`src/rtl/gbCorePkg.sv`:
```
package gbCorePkg;

  // --------------------------------------------------
  // Widths
  // --------------------------------------------------
  typedef logic [7:0]  byteT;
  typedef logic [15:0] addrT;
  typedef logic [2:0]  regCodeT;
  typedef logic [3:0]  aluOpT;
  typedef logic [3:0]  flagsT;    // Z N H C, Z in the top bit

  // --------------------------------------------------
  // Register codes as they sit in opcode fields
  // --------------------------------------------------
  localparam regCodeT regB   = 3'd0;
  localparam regCodeT regC   = 3'd1;
  localparam regCodeT regD   = 3'd2;
  localparam regCodeT regE   = 3'd3;
  localparam regCodeT regH   = 3'd4;
  localparam regCodeT regL   = 3'd5;
  localparam regCodeT regMem = 3'd6;  // (HL)
  localparam regCodeT regA   = 3'd7;

  // --------------------------------------------------
  // ALU operations
  // --------------------------------------------------
  // First eight match opcode bits 5:3 of the 10xxxrrr group
  localparam aluOpT aluAdd  = 4'd0;
  localparam aluOpT aluAdc  = 4'd1;
  localparam aluOpT aluSub  = 4'd2;
  localparam aluOpT aluSbc  = 4'd3;
  localparam aluOpT aluAnd  = 4'd4;
  localparam aluOpT aluXor  = 4'd5;
  localparam aluOpT aluOr   = 4'd6;
  localparam aluOpT aluCp   = 4'd7;
  localparam aluOpT aluInc  = 4'd8;
  localparam aluOpT aluDec  = 4'd9;
  localparam aluOpT aluPass = 4'd10;  // Loads

  // Carry position inside flagsT
  localparam int flagC = 0;

  // Z=1 N=0 H=1 C=1
  localparam flagsT flagsResetValue = 4'b1011;

endpackage

```
`src/rtl/gbSequencer.sv`:
```
`timescale 1ns/1ps

module gbSequencer
  import gbCorePkg::*;
#(
  parameter addrT resetPc = '0
)
(
  input  logic    iClock,
  input  logic    rstN,
  input  byteT    memRdData,
  input  byteT    regH,
  input  byteT    regL,
  output addrT    memAddr,
  output logic    memRead,
  output logic    memWrite,
  output regCodeT rdSelA,
  output regCodeT rdSelB,
  output logic    wrEn,
  output regCodeT wrSel,
  output aluOpT   aluOp,
  output logic    aluEn,
  output byteT    imm
);

  typedef enum logic [2:0] {fetch, decode, immediate, store, halt} stateT;

  stateT   state;
  stateT   nextState;
  addrT    pc;
  regCodeT dstReg;     // LD r,n target, or the source of a store
  regCodeT holdCode;
  logic    holdEn;
  regCodeT dstField;
  regCodeT srcField;

  assign dstField = memRdData[5:3];
  assign srcField = memRdData[2:0];
  assign imm      = memRdData;   // Operand byte while in immediate

  // --------------------------------------------------
  // Decode and bus control
  // --------------------------------------------------
  always_comb
  begin
    nextState = state;
    memAddr   = pc;
    memRead   = 1'b0;
    memWrite  = 1'b0;
    rdSelA    = dstReg;
    rdSelB    = srcField;
    wrEn      = 1'b0;
    wrSel     = dstField;
    aluOp     = aluPass;
    aluEn     = 1'b0;
    holdEn    = 1'b0;
    holdCode  = dstField;
    case (state)
      fetch:
      begin
        memRead   = rstN;          // Quiet while in reset
        nextState = decode;
      end
      decode:
      begin
        nextState = fetch;
        casez (memRdData)
          8'h76:
            nextState = halt;
          8'b01110???:               // LD (HL),r
          begin
            holdEn    = 1'b1;
            holdCode  = srcField;
            nextState = store;
          end
          8'b01??????:               // LD r,r'
            wrEn = (srcField != regMem);
          8'b10??????:
          begin
            aluOp = {1'b0, memRdData[5:3]};
            aluEn = (srcField != regMem);
            wrEn  = (srcField != regMem);
            wrSel = regA;
          end
          8'b00???110:               // LD r,n
          begin
            if (dstField != regMem)
            begin
              memRead   = 1'b1;
              holdEn    = 1'b1;
              nextState = immediate;
            end
          end
          8'b00???10?:               // INC r / DEC r
          begin
            rdSelB = dstField;
            aluOp  = memRdData[0] ? aluDec : aluInc;
            aluEn  = (dstField != regMem);
            wrEn   = (dstField != regMem);
          end
          default:
            nextState = fetch;
        endcase
      end
      immediate:
      begin
        wrEn      = 1'b1;
        wrSel     = dstReg;
        aluEn     = 1'b1;          // Pass selects imm, flags kept
        nextState = fetch;
      end
      store:
      begin
        memAddr   = {regH, regL};
        memWrite  = 1'b1;
        nextState = fetch;
      end
      halt:
        nextState = halt;
      default:
        nextState = fetch;
    endcase
  end

  always_ff @(posedge iClock or negedge rstN)
  begin
    if (!rstN)
    begin
      state  <= fetch;
      pc     <= resetPc;
      dstReg <= regMem;
    end
    else
    begin
      state <= nextState;
      if (memRead)
        pc <= pc + 16'd1;      // One step per byte read
      if (holdEn)
        dstReg <= holdCode;
    end
  end

endmodule

```
`src/rtl/gbRegFile.sv`:
```
`timescale 1ns/1ps

module gbRegFile
  import gbCorePkg::*;
(
  input  logic    iClock,
  input  logic    rstN,
  input  logic    wrEn,
  input  regCodeT wrSel,
  input  byteT    wrData,
  input  regCodeT rdSelA,
  input  regCodeT rdSelB,
  output byteT    rdDataA,
  output byteT    rdDataB,
  output byteT    regA,
  output byteT    regH,
  output byteT    regL
);

  // Indexed by register code, slot regMem is never written and reads zero
  byteT regs [8];

  always_ff @(posedge iClock or negedge rstN)
  begin
    if (!rstN)
    begin
      for (int i = 0; i < 8; i++)
        regs[i] <= '0;
    end
    else if (wrEn && wrSel != regMem)
    begin
      regs[wrSel] <= wrData;
    end
  end

  assign rdDataA = regs[rdSelA];
  assign rdDataB = regs[rdSelB];

  // Fixed taps for the accumulator and the HL pair
  assign regA = regs[gbCorePkg::regA];
  assign regH = regs[gbCorePkg::regH];
  assign regL = regs[gbCorePkg::regL];

endmodule

```
`src/rtl/gbAlu.sv`:
```
`timescale 1ns/1ps

module gbAlu
  import gbCorePkg::*;
(
  input  logic  iClock,
  input  logic  rstN,
  input  aluOpT aluOp,
  input  logic  aluEn,
  input  byteT  acc,
  input  byteT  operand,
  input  byteT  imm,
  output byteT  result
);

  flagsT      flags;
  flagsT      nextFlags;
  logic       carryIn;
  logic [8:0] addWide;
  logic [8:0] subWide;
  logic [4:0] addNib;
  logic [4:0] subNib;
  byteT       incVal;
  byteT       decVal;

  assign carryIn = (aluOp == aluAdc || aluOp == aluSbc) ? flags[flagC] : 1'b0;

  assign addWide = {1'b0, acc} + {1'b0, operand} + {8'b0, carryIn};
  assign addNib  = {1'b0, acc[3:0]} + {1'b0, operand[3:0]} + {4'b0, carryIn};
  assign subWide = {1'b0, acc} - {1'b0, operand} - {8'b0, carryIn};  // Bit 8 is borrow
  assign subNib  = {1'b0, acc[3:0]} - {1'b0, operand[3:0]} - {4'b0, carryIn};
  assign incVal  = operand + 8'd1;
  assign decVal  = operand - 8'd1;

  // --------------------------------------------------
  // Result and flag select
  // --------------------------------------------------
  always_comb
  begin
    result    = operand;
    nextFlags = flags;
    case (aluOp)
      aluAdd, aluAdc:
      begin
        result    = addWide[7:0];
        nextFlags = {addWide[7:0] == 8'd0, 1'b0, addNib[4], addWide[8]};
      end
      aluSub, aluSbc, aluCp:
      begin
        result    = (aluOp == aluCp) ? acc : subWide[7:0];  // CP leaves A alone
        nextFlags = {subWide[7:0] == 8'd0, 1'b1, subNib[4], subWide[8]};
      end
      aluAnd:
      begin
        result    = acc & operand;
        nextFlags = {(acc & operand) == 8'd0, 3'b010};
      end
      aluXor:
      begin
        result    = acc ^ operand;
        nextFlags = {(acc ^ operand) == 8'd0, 3'b000};
      end
      aluOr:
      begin
        result    = acc | operand;
        nextFlags = {(acc | operand) == 8'd0, 3'b000};
      end
      aluInc:
      begin
        result    = incVal;
        nextFlags = {incVal == 8'd0, 1'b0, operand[3:0] == 4'hF, flags[flagC]};
      end
      aluDec:
      begin
        result    = decVal;
        nextFlags = {decVal == 8'd0, 1'b1, operand[3:0] == 4'h0, flags[flagC]};
      end
      aluPass:
        result = aluEn ? imm : operand;  // Strobed pass is LD r,n
      default:
        result = operand;
    endcase
  end

  always_ff @(posedge iClock or negedge rstN)
  begin
    if (!rstN)
      flags <= flagsResetValue;
    else if (aluEn)
      flags <= nextFlags;
  end

endmodule

```
`src/rtl/gbCore.sv`:
```
`timescale 1ns/1ps

module gbCore
  import gbCorePkg::*;
#(
  parameter addrT resetPc = '0
)
(
  input  logic iClock,
  input  logic rstN,
  input  byteT memRdData,
  output addrT memAddr,
  output logic memRead,
  output logic memWrite,
  output byteT memWrData
);

  regCodeT rdSelA;
  regCodeT rdSelB;
  regCodeT wrSel;
  logic    wrEn;
  logic    aluEn;
  aluOpT   aluOp;
  byteT    imm;
  byteT    result;
  byteT    operand;
  byteT    regA;
  byteT    regH;
  byteT    regL;

  // --------------------------------------------------
  // Control, state and datapath
  // --------------------------------------------------
  gbSequencer #(.resetPc(resetPc)) sequencer
  (
    .iClock   (iClock),
    .rstN     (rstN),
    .memRdData(memRdData),
    .regH     (regH),
    .regL     (regL),
    .memAddr  (memAddr),
    .memRead  (memRead),
    .memWrite (memWrite),
    .rdSelA   (rdSelA),
    .rdSelB   (rdSelB),
    .wrEn     (wrEn),
    .wrSel    (wrSel),
    .aluOp    (aluOp),
    .aluEn    (aluEn),
    .imm      (imm)
  );

  gbRegFile regFile
  (
    .iClock (iClock),
    .rstN   (rstN),
    .wrEn   (wrEn),
    .wrSel  (wrSel),
    .wrData (result),
    .rdSelA (rdSelA),
    .rdSelB (rdSelB),
    .rdDataA(memWrData),   // Store data
    .rdDataB(operand),
    .regA   (regA),
    .regH   (regH),
    .regL   (regL)
  );

  gbAlu alu
  (
    .iClock (iClock),
    .rstN   (rstN),
    .aluOp  (aluOp),
    .aluEn  (aluEn),
    .acc    (regA),
    .operand(operand),
    .imm    (imm),
    .result (result)
  );

endmodule

```
`config.mk`:
```
export PLATFORM = sky130hd
export DESIGN_NAME = gbCore
export DESIGN_NICKNAME = d
export VERILOG_FILES = /design/src/rtl/gbCorePkg.sv /design/src/rtl/gbSequencer.sv /design/src/rtl/gbRegFile.sv /design/src/rtl/gbAlu.sv /design/src/rtl/gbCore.sv
export SDC_FILE = /design/constraint.sdc
export NUM_CORES = 1
export LEC_CHECK = 0
export BUFFER_PORTS_ARGS = -buffer_cell sky130_fd_sc_hd__buf_2
export CAP_MARGIN = 5
export CORE_MARGIN = 5
export CORE_UTILIZATION = 45
export DETAILED_ROUTE_END_ITERATION = 16
export HOLD_SLACK_MARGIN = 0.1
export MAX_ROUTING_LAYER = met4
export PLACE_DENSITY = 0.74
export SLEW_MARGIN = 20
export SYNTH_ARGS = -nofsm -noshare
export SYNTH_HDL_FRONTEND = slang
export SYNTH_HIERARCHICAL = 1
export SYNTH_SLANG_ARGS = --single-unit
```
`constraint.sdc`:
```
create_clock -name iClock -period 15.8 [get_ports iClock]
set_clock_uncertainty 0.1 [all_clocks]
set_input_delay 1.58 -clock iClock [delete_from_list [all_inputs] [get_ports iClock]]
set_output_delay 1.58 -clock iClock [all_outputs]
set_load 0.005 [all_outputs]
```
==> flow_metrics.tcl, run 1 <==
set metrics [dict create \
    crit_path_cell_trace "buf_2, and3b_1, a31oi_1, nand2b_1, mux2_2, mux4_1, mux2_2, fa_1, inv_1, ha_1, o21ai_1, a21boi_1, or2_1, a21oi_1, xor2_1, o211ai_1, o32a_1, mux2_2" \
    async_reset_ff_frac 1.00 \
    antenna_found_initial 1 \
    area_delta_synth_final_pct 3.98 \
    clock_latency_ps 350 \
    cts_max_level 3 \
    io_buffers 35 \
    holdCritStartpoint "regFile/regs[13]" \
    syn_area_um2 7190 \
    ioPinCount 36 \
    grt_start_max_net_pins 79 \
    grt_pass1_vias 5256 \
    vdd_drop_max_v 0.0000730 \
    die_w_um 136 \
    worstHoldEndpoint "regFile/regs[13]" \
    drive_above_1_share 0.226 \
    crit_type "input pin to flop" \
    cp_num_buf_inv 2 \
    route.vias.total 5394 \
    drt_iter0_drc 433 \
    synthDistinctLibCells 74 \
    synth-seq-cells 87 \
    place_area_um2 7190 \
    antenna_left 0 \
    cts-buffers-inserted 9 \
    endpoint_kind "flop" \
    grt_pass1_wl_um 28200 \
    netlist.area_leader.share 0.292 \
    dr_wl_met2_um 8360 \
    synth_common_cells "dfrtp_1 (84), mux2_2 (75), nand2_1 (70)" \
    clock-root-buffer "clkbuf_16" \
    grt_overflow 0 \
    slew_violations 0 \
    fin_crit_sh 0.422 \
    drt-pass1-iter-count 6 \
    coreArea_um2 15800 \
    max_freq_mhz 150 \
    die-area_um2 18600 \
    start_util 0.456 \
    wl_um 17700 \
    fillers 1433 \
    syn_nets 738 \
    synth_top_area_cell "dfrtp_1" \
    r2r_end "regFile/regs[61]" \
    rr_startpoint "sequencer/state[2]" \
    finalSetupViolCount 0 \
    rrSetupSlack_ps 9820 \
    track_usage 0.199 \
    drc_errors 0 \
    crit_family "multiplexers" \
    wl_per_cell_um 20.0 \
    hpwl_um 12800 \
    ff2ff_path_depth 17 \
    crit_path_max_fanout 16 \
    slowest_delay_ps 620 \
    die_y_um 136 \
    status "finished clean" \
    ctsResizeCount 0 \
    ctsHoldBuffers 0 \
    final-hold-violation-count 0 \
    clk_pin_slew_ps 60 \
    topRoutingLayerUsed "met4" \
    slowest_stage "mux2_2" \
    cpMostUsedCell "mux2_2" \
    nets 715 \
    rsz0062_at_grt "no" \
    finalSetupTns_ps 0 \
    drt-met1-wl_um 7680 \
    num_rows 46 \
    cap_violations 0 \
    whs_path_depth 0 \
    slew_headroom 0.300 \
    clk_path_buf_depth 2 \
    viasPerCell 6.12 \
    clkSinkCount 87 \
    wl_met3_um 1260 \
    ys.warnings.count 6 \
    hp-class "flop to flop" \
    power.leakage_nw 3.49 \
    required_ps 15930 \
    synth_cells 683 \
    total_power_w 0.00126 \
    fin_crit_ps 6670 \
    fin_area_um2 7480 \
    syn_area_per_cell_um2 10.5 \
    worst_pin_slew_ps 1050 \
    synth-edff-count 0 \
    power.density_nw_per_um2 169 \
    crit_arrival_ps 6800 \
    cts_tree "done" \
    place.gp.congestion 0.984 \
    synth_seq_area_share 0.303 \
    cts_setup_buffers 0 \
    cp-start-kind "input pin" \
    synth_flop_cell "dfrtp_1" \
    ys_top_cells_by_area "dfrtp_1 (29%), mux2_2 (12%), mux4_1 (11%)" \
    synth.most_common_cell "dfrtp_1" \
]
## where the power goes
group | switching [W] | internal (W) | total (W)
Sequential | 0.0000997 | 0.000296 | 0.000396
Clock | 0.0000951 | 0.000110 | 0.000205
Combinational | 0.000339 | 0.000320 | 0.000659
Total | 0.000534 | 0.000727 | 0.00126
## how the worst max path moves through the flow
| stage | slack, ps | from | cells after the start | end |
|---|---|---|---|---|
| global placement | 8930 | memRdData[3] | 17 | regFile/regH[7] |
| detailed placement | 8850 | memRdData[3] | 18 | regFile/regs[37] |
| floorplan | 9550 | memRdData[3] | 20 | regFile/regH[5] |
| global route | 8750 | memRdData[3] | 16 | regFile/regs[55] |
| CTS | 9200 | memRdData[3] | 18 | regFile/regH[5] |
| finish | 9130 | memRdData[3] | 18 | regFile/regs[61] |
## cell type report
| cell class | instances | area (um^2) | share of cell area |
|---|---|---|---|
| multi-input cells | 485 | 4380 | 0.585 |
| diodes | 1 | 2.50 | 0.000335 |
| clock inverters | 7 | 61.3 | 0.00820 |
| inverters | 36 | 138 | 0.0184 |
| clock buffers | 9 | 225 | 0.0301 |
| well taps | 216 | 270 | 0.0361 |
| flip-flops and latches | 87 | 2180 | 0.292 |
| repair buffers | 41 | 223 | 0.0298 |
## metal layers
| metal | track usage | vias up |
|---|---|---|
| li1 | - | 2438 |
| met1 | 0.271 | 2687 |
| met2 | 0.308 | 229 |
| met3 | 0.0377 | 40 |
| met4 | 0.0498 | 0 |
| met5 | - | - |
## flip-flops by register name, indices dropped and copies added, names as in the netlist
name and count:
regFile/regH 8, regFile/regL 8, regFile/regs 40, sequencer/pc 16, alu/flags 1, regFile/regA 8, sequencer/state 3, sequencer/rdSelA 3
## cell usage in the layout, fill, tap and decap left out, drive strengths merged, types with 13 or more instances in the layout
| master | instances |
|---|---|
| nor3 | 13 |
| a21oi | 22 |
| nor2 | 32 |
| buf | 41 |
| inv | 40 |
| dfrtp | 84 |
| mux2i | 16 |
| o21ai | 22 |
| nand2 | 70 |
| mux2 | 76 |
| xnor2 | 25 |
| mux4 | 32 |
| ha | 40 |
## cells by family after synthesis
logic type / synth area share
and+or+nand+nor: 0.134
adders and majority gates: 0.0835
AOI/OAI and AO/OA: 0.0966
DFF: 0.303
muxes: 0.257
buffers and inverters: 0.0880
xor gates and xnor gates: 0.0378
## through the flow
step | hold slack [ps] | utilization | instances | worst slack (ps)
after floorplan | 335 | - | 683 | 9550
after global placement | 277 | 0.456 | 865 | 8930
after detailed placement | 285 | 0.456 | 865 | 8850
after CTS | 300 | 0.474 | 881 | 9200
after global routing | 312 | 0.474 | 882 | 8750
final | 300 | 0.474 | 882 | 9130
Power figures use the tool's default switching activity.
==> run 2, diff against run 1 <==
- clock period: 15.8 -> 6.6 ns (I/O delays scaled with it)
==> run 2 against run 1 <==
Global-route usage rose by 0.066 points; total power up 140%; first-iteration DRC count up 29%; critical path type is now flop to flop; critical endpoint is now regFile/regH[7].
==> flow_metrics.tcl, run 2 (synthesized netlist as in run 1, its figures left out) <==
set metrics [dict create \
    cts-buffers-inserted 9 \
    drt_iter0_drc 559 \
    crit_family "multiplexers" \
    required_ps 6770 \
    crit_path_max_fanout 16 \
    fin_crit_sh 0.920 \
    power.density_nw_per_um2 407 \
    final_cell_mix "dfrtp_1 (84), mux2_2 (75), nand2_1 (70)" \
    drt-pass1-iter-count 5 \
    grt_start_max_net_pins 79 \
    diodes 0 \
    slowest_stage "mux4_1" \
    grt_overflow 0 \
    nets 719 \
    io_buffers 35 \
    clock-root-buffer "clkbuf_16" \
    die_y_um 136 \
    vdd_drop_max_v 0.000190 \
    power.leakage_nw 3.53 \
    slew_headroom 0.275 \
    cp_num_buf_inv 1 \
    num_rows 46 \
    wl_um 17600 \
    cap_violations 0 \
    fin_cells 885 \
    die-area_um2 18600 \
    antenna_left 0 \
    largest_reg_flops 40 \
    rr_startpoint "sequencer/state[2]" \
    finalSetupViolCount 0 \
    cts_max_level 3 \
    final_common_cell "dfrtp_1" \
    status "finished clean" \
    wl_per_cell_um 19.9 \
    crit_path_cell_trace "or3b_2, a31oi_1, nand2b_1, mux2_2, mux4_1, mux2_2, inv_1, ha_1, ha_1, or4_1, o22ai_1, xnor2_1, a221o_1, o21ai_1, a2bb2oi_1, mux2_2" \
    drive_above_1_share 0.229 \
    grt_pass1_vias 5486 \
    clock_latency_ps 340 \
    fillers 1395 \
    cts_tree "done" \
    start_util 0.456 \
    top_register "regFile/regs" \
    finalSetupTns_ps 0 \
    coreArea_um2 15800 \
    slowest_delay_ps 640 \
    die_w_um 136 \
    cp-start-kind "flop" \
    cellInternalPower_w 0.00183 \
    drc_errors 0 \
    p_sw_frac 0.404 \
    pwr-share-clk 0.182 \
    met2_usage 0.309 \
    clkSinkCount 87 \
    endpoint_kind "flop" \
    viasPerCell 6.07 \
    final-hold-violation-count 0 \
    ioPinCount 36 \
    crit_arrival_ps 6240 \
    hpwl_um 12800 \
    grt_pass1_wl_um 28400 \
    worstSetupStartpoint "sequencer/state[2]" \
    crit_type "flop to flop" \
    place.gp.congestion 1.00 \
    slew_violations 0 \
    area_delta_synth_final_pct 5.15 \
    antenna_found_initial 0 \
    reg_top3 "regFile/regs (40), sequencer/pc (16)" \
    track_usage 0.200 \
    cts_setup_buffers 0 \
    clk_path_buf_depth 2 \
    p_sw_w 0.00124 \
    use_met1 0.267 \
    worst_pin_slew_ps 1080 \
    use_met3 0.0407 \
    combPwrFrac 0.512 \
    holdCritStartpoint "regFile/regs[13]" \
    seq_power_share 0.306 \
    grt_busiest_layer "met2" \
    cpMostUsedCell "mux2_2" \
    route.vias.total 5376 \
    hp-class "flop to flop" \
    dp.cells 868 \
    clk_pin_slew_ps 70 \
    rsz0062_at_grt "no" \
    fin_crit_ps 6070 \
    max_freq_mhz 165 \
]
==> run 2: repair_timing <==
item	CTS	global route
setup endpoints to repair	0	0
hold buffers	1	0
gates resized for setup	0	0
endpoints found under the hold margin	6	0
==> run 2: worst reg2reg max path: cells and delay by family, from the launching register on <==
| kind | cells | cell delay (ps) |
|---|---|---|
| xor gates and xnor gates | 1 | 150 |
| DFF | 1 | 480 |
| and+or+nand+nor | 3 | 1220 |
| AOI/OAI and AO/OA | 5 | 1410 |
| buffers and inverters | 1 | 130 |
| muxes | 4 | 1900 |
| adders and majority gates | 2 | 610 |
==> run 2: power groups by stage <==
stage / logic (W) / registers [W] / clock network (W)
floorplan: 0.00135 / 0.000807 / 0
global placement: 0.00152 / 0.000934 / 0
detailed placement: 0.00155 / 0.000949 / 0
CTS: 0.00156 / 0.000941 / 0.000567
global route: 0.00173 / 0.000970 / 0.000594
finish: 0.00158 / 0.000941 / 0.000561
==> run 2: metal layers <==
metal / part of all wire / vias up
li1: - / 2447
met1: 0.44 / 2658
met2: 0.47 / 243
met3: 0.073 / 28
met4: 0.018 / 0
met5: 0 / -
==> run 2: per-stage QoR <==
stage	utilization	setup slack, ps	hold slack, ps	area, um^2	total power [W]
after CTS	0.480	656	292	7560	0.00307
after detailed placement	0.458	534	278	7220	0.00250
final	0.480	530	290	7560	0.00308
after floorplan	-	1270	264	7190	0.00216
after global placement	0.457	673	273	7210	0.00246
after global routing	0.480	291	308	7560	0.00329
==> run 2: layout make-up <==
class | instances | area, um^2 | area share
Sequential cell | 87 | 2180 | 0.288
Multi-Input combinational cell | 485 | 4380 | 0.580
Clock inverter | 4 | 77.6 | 0.0103
Clock buffer | 12 | 256 | 0.0339
Tap cell | 216 | 270 | 0.0357
Timing Repair Buffer | 45 | 255 | 0.0338
Inverter | 36 | 138 | 0.0182
==> run 2: final timing paths <==
path	end	slack, ps	cells past startpoint
worst min-delay path	regFile/regs[13]	290	0
worst min register to register	regFile/regs[13]	290	0
worst max-delay path	regFile/regH[7]	530	16
min in group asynchronous	sequencer/state[1]	590	2
worst max register to register	regFile/regH[7]	530	16
max in group asynchronous	regFile/regA[0]	4630	3
==> run 3, diff against run 2 <==
- ABC_AREA: unset -> 1
- PLACE_DENSITY: 0.74 -> 0.73
==> run 3 against run 2 <==
Critical path depth grew 6; area after synthesis grew 9.6%; worst setup slack gained 920 ps; register-to-register slack gained 920 ps; sequential cell count is the same; maximum frequency grew 18%; first-iteration DRC count grew 41%; critical path type unchanged.
==> flow_metrics.tcl, run 3 <==
set metrics [dict create \
    fin_crit_sh 0.781 \
    fin_crit_ps 5150 \
    place_area_um2 7870 \
    grt_pass1_vias 6923 \
    combPwrFrac 0.576 \
    cts_max_level 3 \
    slew_violations 0 \
    vdd_drop_max_v 0.000237 \
    seq_power_share 0.275 \
    ctsHoldBuffers 0 \
    synth-edff-count 0 \
    start_util 0.457 \
    reg_top3 "regFile/regs (40), sequencer/pc (16)" \
    synth_flop_cell "dfrtp_1" \
    total_power_w 0.00335 \
    die_y_um 142 \
    hpwl_um 16700 \
    max_freq_mhz 194 \
    route.vias.total 7852 \
    die-area_um2 20300 \
    clock_latency_ps 350 \
    crit_type "flop to flop" \
    largest_reg_flops 40 \
    crit_arrival_ps 5260 \
    io_buffers 35 \
    p_sw_w 0.00171 \
    drive_above_1_share 0.0696 \
    required_ps 6710 \
    worst_pin_slew_ps 1090 \
    fin_area_um2 8150 \
    cts-buffers-inserted 9 \
    finalSetupTns_ps 0 \
    grt_overflow 0 \
    final-hold-violation-count 0 \
    fillers 1798 \
    crit_path_cell_trace "nor3_4, nand4_1, nand2_1, nor2_2, inv_1, nand2_1, nand3_1, nand2_1, nand2_1, nand2_1, fa_1, inv_1, ha_1, or2_2, nand3_1, nand3b_1, nand3_1, nand3_1, nor2_1, nand3_1, inv_1, o21ai_0" \
    power.leakage_nw 4.45 \
    grt_pass1_wl_um 36300 \
    cp-start-kind "flop" \
    clkSinkCount 87 \
    crit_path_max_fanout 32 \
    diodes 0 \
    cap_violations 0 \
    ff2ff_path_depth 22 \
    wl_um 22100 \
    p_sw_frac 0.512 \
    cellInternalPower_w 0.00163 \
    cts_tree "done" \
    num_rows 48 \
    ys_top_cells_by_area "dfrtp_1 (27%), nand2_1 (23%), inv_1 (8.8%)" \
    r2r_end "regFile/regH[5]" \
    fin_hold_ws_ps 171 \
    cts_setup_buffers 0 \
    slowest_stage "inv_1" \
    track_usage 0.229 \
    synthDistinctLibCells 39 \
    antenna_left 0 \
    cp_num_buf_inv 3 \
    syn_area_per_cell_um2 6.19 \
    clock-root-buffer "clkbuf_16" \
    finalSetupViolCount 0 \
    die_w_um 142 \
    status "finished clean" \
    antenna_found_initial 0 \
    clk_pin_slew_ps 70 \
    slew_headroom 0.271 \
    synth_cells 1272 \
    rr_startpoint "sequencer/state[2]" \
    synth_top_area_cell "dfrtp_1" \
    area_delta_synth_final_pct 3.49 \
    synth-seq-cells 87 \
    crit_family "simple AND/OR/NAND/NOR gates" \
    rrSetupSlack_ps 1450 \
    ys.warnings.count 6 \
    power.density_nw_per_um2 410 \
    drt-pass1-iter-count 5 \
    syn_nets 1327 \
    synth_seq_area_share 0.277 \
    synth_common_cells "nand2_1 (476), inv_1 (185), nand3_1 (122)" \
    slowest_delay_ps 780 \
    drc_errors 0 \
    pwr-share-clk 0.148 \
    final_common_cell "nand2_1" \
    rsz0062_at_grt "no" \
    async_reset_ff_frac 1.00 \
    place.gp.congestion 0.961 \
    syn_area_um2 7880 \
    viasPerCell 5.32 \
    top_register "regFile/regs" \
    coreArea_um2 17200 \
    netlist.area_leader.share 0.267 \
    final_cell_mix "nand2_1 (476), inv_1 (185), nand3_1 (122)" \
    grt_start_max_net_pins 55 \
    endpoint_kind "flop" \
    synth.most_common_cell "nand2_1" \
    drt_iter0_drc 790 \
    ctsResizeCount 0 \
    hp-class "input pin to async pin" \
    clk_path_buf_depth 2 \
    nets 1300 \
    ioPinCount 36 \
    wl_per_cell_um 15.0 \
]
run 3: cell families after synthesis:
logic type               share of synthesized area
adder cells (fa/ha/maj)                     0.0762
AO/OA/AOI/OAI                               0.0973
AND/OR/NAND/NOR                              0.380
buffers and inverters                        0.156
flip-flops                                   0.277
XOR/XNOR                                    0.0133
run 3: layout make-up:
type	count	area, um^2	share of cell area
Inverter	191	718	0.0881
Tap cell	225	282	0.0345
Sequential cell	87	2180	0.267
Clock inverter	6	52.6	0.00644
Clock buffer	10	229	0.0281
Multi-Input combinational cell	915	4470	0.548
Timing Repair Buffer	41	223	0.0273
run 3: how the worst max path moves through the flow:
stage | from | endpoint | slack (ps) | cells after the start
2_1_floorplan | memRdData[7] | regFile/regH[6] | 2350 | 30
3_3_place_gp | memRdData[7] | regFile/regs[54] | 1290 | 29
3_5_place_dp | memRdData[7] | regFile/regH[6] | 1210 | 29
4_1_cts | sequencer/state[2] | regFile/regH[6] | 1540 | 25
5_1_grt | sequencer/state[2] | regFile/regH[6] | 1020 | 25
6_report | sequencer/state[2] | regFile/regH[5] | 1450 | 22
run 3: power groups by stage:
stage	combinational, W	sequential, W	clock (W)
6_report	0.00193	0.000920	0.000497
5_1_grt	0.00218	0.000950	0.000534
4_1_cts	0.00190	0.000917	0.000508
3_5_place_dp	0.00189	0.000924	0
3_3_place_gp	0.00187	0.000921	0
2_1_floorplan	0.00153	0.000836	0
run 3: metrics by stage:
step	utilization	setup WS (ps)	instances
final	0.473	1450	1475
after global routing	0.473	1020	1475
after CTS	0.473	1540	1475
after detailed placement	0.457	1210	1459
after global placement	0.457	1290	1459
after floorplan	-	2350	1272
run 3: per-layer routing:
metal  GRT usage  vias up  part of all wire
li1            -     3865                 -
met1       0.333     3659              0.47
met2       0.336      300              0.44
met3      0.0430       28             0.077
met4      0.0435        0             0.013
met5           -        -                 0
